<file path="config.mk">
export PLATFORM = sky130hd
export DESIGN_NAME = wb_core_top
export DESIGN_NICKNAME = d
export VERILOG_FILES = /design/src/rtl/issue_pkg.sv /design/src/rtl/cdb_pkg.sv /design/src/rtl/int_alu.sv /design/src/rtl/mul_pipe.sv /design/src/rtl/cdb_scheduler.sv /design/src/rtl/wb_core_top.sv
export VERILOG_INCLUDE_DIRS = /design/src /design/src/rtl
export SDC_FILE = /design/constraint.sdc
export NUM_CORES = 2
export LEC_CHECK = 0
export ABC_AREA = 1
export BUFFER_PORTS_ARGS = -buffer_cell sky130_fd_sc_hd__buf_2
export CORE_UTILIZATION = 40
export DETAILED_ROUTE_END_ITERATION = 6
export HOLD_SLACK_MARGIN = 0.1
export PLACE_DENSITY_LB_ADDON = 0.12
export SLEW_MARGIN = 30
export SYNTH_ARGS = -nofsm -noshare
export SYNTH_HDL_FRONTEND = slang
export SYNTH_HIERARCHICAL = 1
export SYNTH_SLANG_ARGS = --single-unit
</file>
<file path="constraint.sdc">
create_clock -name clk -period 6.8 [get_ports clk]
set_input_delay 1.36 -clock clk [delete_from_list [all_inputs] [get_ports clk]]
set_output_delay 1.36 -clock clk [all_outputs]
set_load 0.05 [all_outputs]
</file>
<file path="src/rtl/wb_defines.svh">
`ifndef WB_DEFINES_SVH
`define WB_DEFINES_SVH

////////////////////////////////////////////////////////////////////////////
// widths
////////////////////////////////////////////////////////////////////////////

// one data word on the bus
`define WORD_WIDTH 32

// reorder tag
`define TAG_WIDTH 5

`define OP_WIDTH 3

////////////////////////////////////////////////////////////////////////////
// latencies
////////////////////////////////////////////////////////////////////////////

// multiply to bus beat, also the reservation depth, at least 2
`define MUL_LATENCY 4

////////////////////////////////////////////////////////////////////////////
// op codes
////////////////////////////////////////////////////////////////////////////

`define OP_ADD 3'd0
`define OP_SUB 3'd1
`define OP_AND 3'd2
`define OP_OR 3'd3
`define OP_XOR 3'd4
`define OP_SLT 3'd5
`define OP_MUL 3'd6

// owner of a booked beat
`define SRC_ALU 1'b0
`define SRC_MUL 1'b1

`endif

</file>
<file path="src/rtl/issue_pkg.sv">
`include "wb_defines.svh"

package issue_pkg;

	// data word, both operands and results
	typedef logic [`WORD_WIDTH-1:0] word_t;

	// reorder tag, follows the instruction to its bus beat
	typedef logic [`TAG_WIDTH-1:0] tag_t;

	typedef logic [`OP_WIDTH-1:0] op_t;

	// one instruction on the issue port
	typedef struct packed {
		logic valid;
		op_t op;
		tag_t tag;
		word_t a;
		word_t b;
	} issue_req_t;

endpackage

</file>
<file path="src/rtl/cdb_pkg.sv">
package cdb_pkg;

	import issue_pkg::*;

	// which unit drives a booked beat
	typedef logic src_t;

	// bus beat, also the shape of an external write
	typedef struct packed {
		logic valid;
		tag_t tag;
		word_t data;
	} cdb_t;

	// one booked bus cycle
	typedef struct packed {
		logic valid;
		tag_t tag;
		src_t src;
	} rsv_slot_t;

endpackage

</file>
<file path="src/rtl/int_alu.sv">
`timescale 1ns/1ps
`include "wb_defines.svh"

module int_alu (
	input logic clk,
	input logic start,
	input issue_pkg::issue_req_t issue,
	output issue_pkg::word_t result
);
	import issue_pkg::*;

	word_t sum;
	word_t diff;
	logic less;
	word_t alu_value;
	word_t result_q;

	////////////////////////////////////////////////////////////////////////////
	// compute
	////////////////////////////////////////////////////////////////////////////

	assign sum = issue.a + issue.b;
	assign diff = issue.a - issue.b;

	// signed compare for slt
	assign less = $signed(issue.a) < $signed(issue.b);

	always_comb begin
		case (issue.op)
			`OP_ADD: begin
				alu_value = sum;
			end
			`OP_SUB: begin
				alu_value = diff;
			end
			`OP_AND: begin
				alu_value = issue.a & issue.b;
			end
			`OP_OR: begin
				alu_value = issue.a | issue.b;
			end
			`OP_XOR: begin
				alu_value = issue.a ^ issue.b;
			end
			`OP_SLT: begin
				alu_value = {{(`WORD_WIDTH-1){1'b0}}, less};
			end
			default: begin
				alu_value = '0;
			end
		endcase
	end

	////////////////////////////////////////////////////////////////////////////
	// result register
	////////////////////////////////////////////////////////////////////////////

	// held until the next start, read by the scheduler in the booked cycle
	always_ff @(posedge clk) begin
		if (start) begin
			result_q <= alu_value;
		end
	end

	assign result = result_q;

endmodule

</file>
<file path="src/rtl/mul_pipe.sv">
`timescale 1ns/1ps
`include "wb_defines.svh"

module mul_pipe (
	input logic clk,
	input logic start,
	input issue_pkg::issue_req_t issue,
	output issue_pkg::word_t result
);
	import issue_pkg::*;

	localparam int STAGES = `MUL_LATENCY - 1;

	word_t a_q;
	word_t b_q;
	logic [2*`WORD_WIDTH-1:0] full_product;
	word_t product;
	word_t stage [STAGES];

	////////////////////////////////////////////////////////////////////////////
	// operand capture
	////////////////////////////////////////////////////////////////////////////

	always_ff @(posedge clk) begin
		if (start) begin
			a_q <= issue.a;
			b_q <= issue.b;
		end
	end

	// low word only
	assign full_product = a_q * b_q;
	assign product = full_product[`WORD_WIDTH-1:0];

	////////////////////////////////////////////////////////////////////////////
	// product pipeline
	////////////////////////////////////////////////////////////////////////////

	// no stall, every stage moves on every edge
	always_ff @(posedge clk) begin
		stage[0] <= product;
		for (int i = 1; i < STAGES; i++) begin
			stage[i] <= stage[i - 1];
		end
	end

	// last stage lines up with the booked beat
	assign result = stage[STAGES - 1];

endmodule

</file>
<file path="src/rtl/cdb_scheduler.sv">
`timescale 1ns/1ps
`include "wb_defines.svh"

module cdb_scheduler (
	input logic clk,
	input logic reset,
	input logic flush,
	input issue_pkg::issue_req_t issue,
	output logic issue_ready,
	output logic alu_start,
	output logic mul_start,
	input cdb_pkg::cdb_t in_req,
	output logic in_ready,
	input issue_pkg::word_t alu_result,
	input issue_pkg::word_t mul_result,
	output cdb_pkg::cdb_t cdb
);
	import issue_pkg::*;
	import cdb_pkg::*;

	localparam int DEPTH = `MUL_LATENCY;
	localparam int TOP = DEPTH - 1;

	// slot 0 is the beat on the bus this cycle
	rsv_slot_t rsv [DEPTH];
	rsv_slot_t rsv_next [DEPTH];

	op_t op;
	logic is_mul;
	logic alu_slot_free;
	logic in_accept;
	rsv_slot_t head;
	word_t unit_data;

	////////////////////////////////////////////////////////////////////////////
	// accept
	////////////////////////////////////////////////////////////////////////////

	assign op = issue.op;
	assign is_mul = op == `OP_MUL;

	// slot 1 drops into slot 0 at the next edge
	assign alu_slot_free = !rsv[1].valid;

	// multiply always fits, its top slot is free after every shift
	always_comb begin
		if (flush) begin
			issue_ready = 1'b0;
		end else if (is_mul) begin
			issue_ready = 1'b1;
		end else begin
			issue_ready = alu_slot_free;
		end
	end

	assign alu_start = issue.valid && issue_ready && !is_mul;
	assign mul_start = issue.valid && issue_ready && is_mul;

	////////////////////////////////////////////////////////////////////////////
	// reservation shift register
	////////////////////////////////////////////////////////////////////////////

	always_comb begin
		for (int i = 0; i < TOP; i++) begin
			rsv_next[i] = rsv[i + 1];
		end

		// multiply books the far end
		rsv_next[TOP].valid = mul_start;
		rsv_next[TOP].tag = issue.tag;
		rsv_next[TOP].src = `SRC_MUL;

		// alu lands in slot 0, only taken when slot 1 was empty
		if (alu_start) begin
			rsv_next[0].valid = 1'b1;
			rsv_next[0].tag = issue.tag;
			rsv_next[0].src = `SRC_ALU;
		end
	end

	always_ff @(posedge clk) begin
		for (int i = 0; i < DEPTH; i++) begin
			rsv[i].tag <= rsv_next[i].tag;
			rsv[i].src <= rsv_next[i].src;
			if (reset || flush) begin
				rsv[i].valid <= 1'b0;
			end else begin
				rsv[i].valid <= rsv_next[i].valid;
			end
		end
	end

	////////////////////////////////////////////////////////////////////////////
	// bus
	////////////////////////////////////////////////////////////////////////////

	assign head = rsv[0];

	// external write only in an unbooked cycle
	assign in_ready = !head.valid;
	assign in_accept = in_req.valid && in_ready;

	assign unit_data = (head.src == `SRC_MUL) ? mul_result : alu_result;

	always_comb begin
		if (head.valid) begin
			cdb.valid = 1'b1;
			cdb.tag = head.tag;
			cdb.data = unit_data;
		end else begin
			cdb.valid = in_accept;
			cdb.tag = in_req.tag;
			cdb.data = in_req.data;
		end
	end

endmodule

</file>
<file path="src/rtl/wb_core_top.sv">
`timescale 1ns/1ps

module wb_core_top (
	input logic clk,
	input logic reset,
	input logic flush,
	input issue_pkg::issue_req_t issue,
	output logic issue_ready,
	input cdb_pkg::cdb_t in_req,
	output logic in_ready,
	output cdb_pkg::cdb_t cdb
);
	import issue_pkg::*;

	logic alu_start;
	logic mul_start;
	word_t alu_result;
	word_t mul_result;

	////////////////////////////////////////////////////////////////////////////
	// execution units
	////////////////////////////////////////////////////////////////////////////

	int_alu u_int_alu (
		.clk(clk),
		.start(alu_start),
		.issue(issue),
		.result(alu_result)
	);

	mul_pipe u_mul_pipe (
		.clk(clk),
		.start(mul_start),
		.issue(issue),
		.result(mul_result)
	);

	////////////////////////////////////////////////////////////////////////////
	// write-back
	////////////////////////////////////////////////////////////////////////////

	cdb_scheduler u_cdb_scheduler (
		.clk(clk),
		.reset(reset),
		.flush(flush),
		.issue(issue),
		.issue_ready(issue_ready),
		.alu_start(alu_start),
		.mul_start(mul_start),
		.in_req(in_req),
		.in_ready(in_ready),
		.alu_result(alu_result),
		.mul_result(mul_result),
		.cdb(cdb)
	);

endmodule

</file>
==> reports/qor.txt <==
Run status = complete, no violations
Top post-synthesis cells by area = fa_1 (27%), nand2_1 (15%), inv_1 (14%), edfxtp_1 (9.6%), ha_1 (9.4%)
Syn Area/Cell = 7.32 sq um
Adder-Cell Fraction of Synth Area = 36.8%
Maximum buffer depth of the clock tree = 3
Most frequent cells in the layout = nand2_1 (1194), inv_1 (1095), fa_1 (410)
1st-iter DRT viols = 1715
Leakage = 19.2 nW
RePlAce Congestion = 0.977
Crit Path Category = reg -> reg
Initial antenna violation count = 3
Rel. slew slack = 35.3%
Via/cell ratio = 4.83
CTS buffer count = 25
DRC = 0
Ratio of final minimum period to clock period = 96.6%
DR WL/cell = 19.3 um
Critical Path AT = 7.06 ns
Setup crit end kind = flip-flop
I/O pins = 154
Setup violators final = 0
Biggest area consumer among synthesized cells = fa_1
Clk pin slew, worst setup/hold paths = 0.07 ns
Vias in the first global route = 24700
Syn Nets = 4836
Area taken by multi-input logic gates = 19500 sq um
Cells after synthesis = 4088
# nets final = 4933
Final Hold Vio Count = 0
Largest net degree at the start of global routing = 65
Pre-CTS WS = 0.0850 ns
Largest family of logic cells by synthesized area = adder cells
First-pass GRT wire length = 151000 um
Compound-Gate Fraction of Synth Area = 5.22%
CTS tree = done
Hold_buf cts = 0
Design area = 32900 sq um
Hpwl dp = 83300 um
Layout cells sized above 1 = 8.30%
Area Growth Syn to Fin = 9.94%
Die Ht = 276 um
Min Hold Slack = 0.324 ns
Detail Route Antenna Nets = 0
Synth Area in XOR/XNOR = 1.11%
HP Class = reg -> reg
Main synth FF type = dfxtp_1
Least-Margin Pin Slew = 0.971 ns
Peak supply drop = 0.363 mV
Unrepaired setup endpoints after global routing = no
Final WL = 99500 um
Leading cell type in the layout, fill and taps excluded = nand2_1
Library cells used by synthesis = 47
Max_cap viols = 0
H-tree levels = 1
TNS Setup = 0 ns
Max FO, Critical Path = 13
Final Power = 8.26 mW
Worst path required time = 7.29 ns
Mux cell area share after synthesis = 0%
Die W = 276 um
Core Area = 73500 sq um
Post-synth top area share = 27.4%
Yosys reg bits = 217
Worst Skew = 0.0215 ns
Pre-antenna DRT Iters = 6
Yosys warning count = 6
Setup slack after layout = 0.234 ns
Gr usage total = 26.7%
Fmax = 152 MHz
Post-synthesis sequential area ratio = 17.7%
Site row count = 99
Simple-gate share of the synthesized area = 21.9%
FFs w/ async S/R, synth = 0%
FF+latch area = 5310 sq um
CTS Sinks = 217
Fin. max-slew vios = 0
Clk root buf = clkbuf_16
Detailed-route via count = 24900
Critical Path Source Type = flip-flop
GRT overflow = 0
Initial Util = 40.7%
DIE AREA = 75900 sq um
Placed inst area = 31900 sq um
Buffers added on ports = 153
Final Critical Period = 6.57 ns
Pwr/cell area = 251 nW/um^2
Synthesized area = 29900 sq um
Post-synth EDFFs = 96
Clock latency on the worst-skew pair = 0.57 ns
Fillcell total = 7577
metrics by stage:
stage               std cells  utilization (%)
floorplan                4088                -
global placement         5108             43.5
detailed placement       5108             43.5
CTS                      5153             44.6
global route             5163             44.8
finish                   5164             44.8
cells in the mapped netlist, drive strengths merged (3+ instances only):
cell type,n
nand4,32
nor2,174
nor3,21
ha,224
nor4,4
edfxtp,96
o22ai,25
clkbuf,68
o21bai,11
a221oi,6
o211ai,6
xor2,28
nand3,169
dfxtp,121
buf,120
fa,410
a211oi,3
inv,1113
a31oi,6
and2,9
xnor2,10
a21oi,104
o21ai,111
or2,3
nand3b,7
a21o,3
o221ai,4
nand2,1198
cell type report:
cell class / count / share of cell area, %
Sequential cell: 217 / 16.1
Clock inverter: 15 / 0.430
Multi-Input combinational cell: 2570 / 59.2
Tap cell: 959 / 3.65
Inverter: 1113 / 12.7
Clock buffer: 30 / 2.18
Timing Repair Buffer: 258 / 5.71
Antenna cell: 2 / 0.0152
metal layers:
| metal | up-vias | wire length (um) | GRT usage (%) |
|---|---|---|---|
| met2 | 720 | 46400 | 44.0 |
| met1 | 12000 | 44000 | 36.5 |
| met3 | 147 | 4620 | 1.65 |
| met4 | 0 | 4430 | 10.6 |
| li1 | 12100 | - | - |
| met5 | - | 0 | 0 |
power breakdown:
part / total, mW / switching [mW] / internal [mW] / leakage, nW
Clock: 1.38 / 0.602 / 0.776 / 0.420
Sequential: 1.83 / 0.141 / 1.69 / 1.90
Combinational: 5.05 / 3.09 / 1.95 / 16.9
Total: 8.26 / 3.84 / 4.42 / 19.2
path summary, 6_finish.rpt:
path              slack, ns  depth (start not counted)              startpoint                      end
setup / recovery       0.23                         21      u_mul_pipe/b_q[19]  u_mul_pipe/stage[0][30]
hold / removal         0.32                          0  u_mul_pipe/stage[0][4]  u_mul_pipe/stage[0][36]
hold reg to reg        0.32                          0  u_mul_pipe/stage[0][4]  u_mul_pipe/stage[0][36]
setup reg to reg       0.23                         21      u_mul_pipe/b_q[19]  u_mul_pipe/stage[0][30]
state kept, by name, indices dropped and copies added (netlist names):
name                 flops
u_mul_pipe/b_q          32
u_int_alu/result        32
u_mul_pipe/a_q          32
u_mul_pipe/stage        96
u_cdb_scheduler/rsv     25
critical path, cell delays in order (launching register included):
cell and delay, ns:
edfxtp_1 0.67, nand2_1 0.17, inv_1 0.06, fa_1 0.47, inv_1 0.05, fa_1 0.48
fa_1 0.56, inv_1 0.06, fa_1 0.54, inv_1 0.05, fa_1 0.45, fa_1 0.52
fa_1 0.46, fa_1 0.52, inv_1 0.05, ha_1 0.41, inv_1 0.10, nor3_1 0.28
nand3_1 0.14, nand3b_1 0.18, o211ai_1 0.10, xor2_1 0.16
what timing repair did:
action / in CTS / in global routing
setup endpoints to repair: 0 / 11
resized for setup: 0 / 2
setup buffers: 0 / 9
cells by family (layout without fill, tap and decap cells):
| family | Yosys count | after routing |
|---|---|---|
| AO/OA/AOI/OAI | 280 | 280 |
| XOR/XNOR | 38 | 38 |
| adder cells (fa/ha/maj) | 634 | 634 |
| buffers and inverters | 1301 | 1416 |
| flip-flops | 217 | 217 |
| other | 0 | 2 |
| AND/OR/NAND/NOR | 1618 | 1618 |
(Power assumes the default switching activity.)
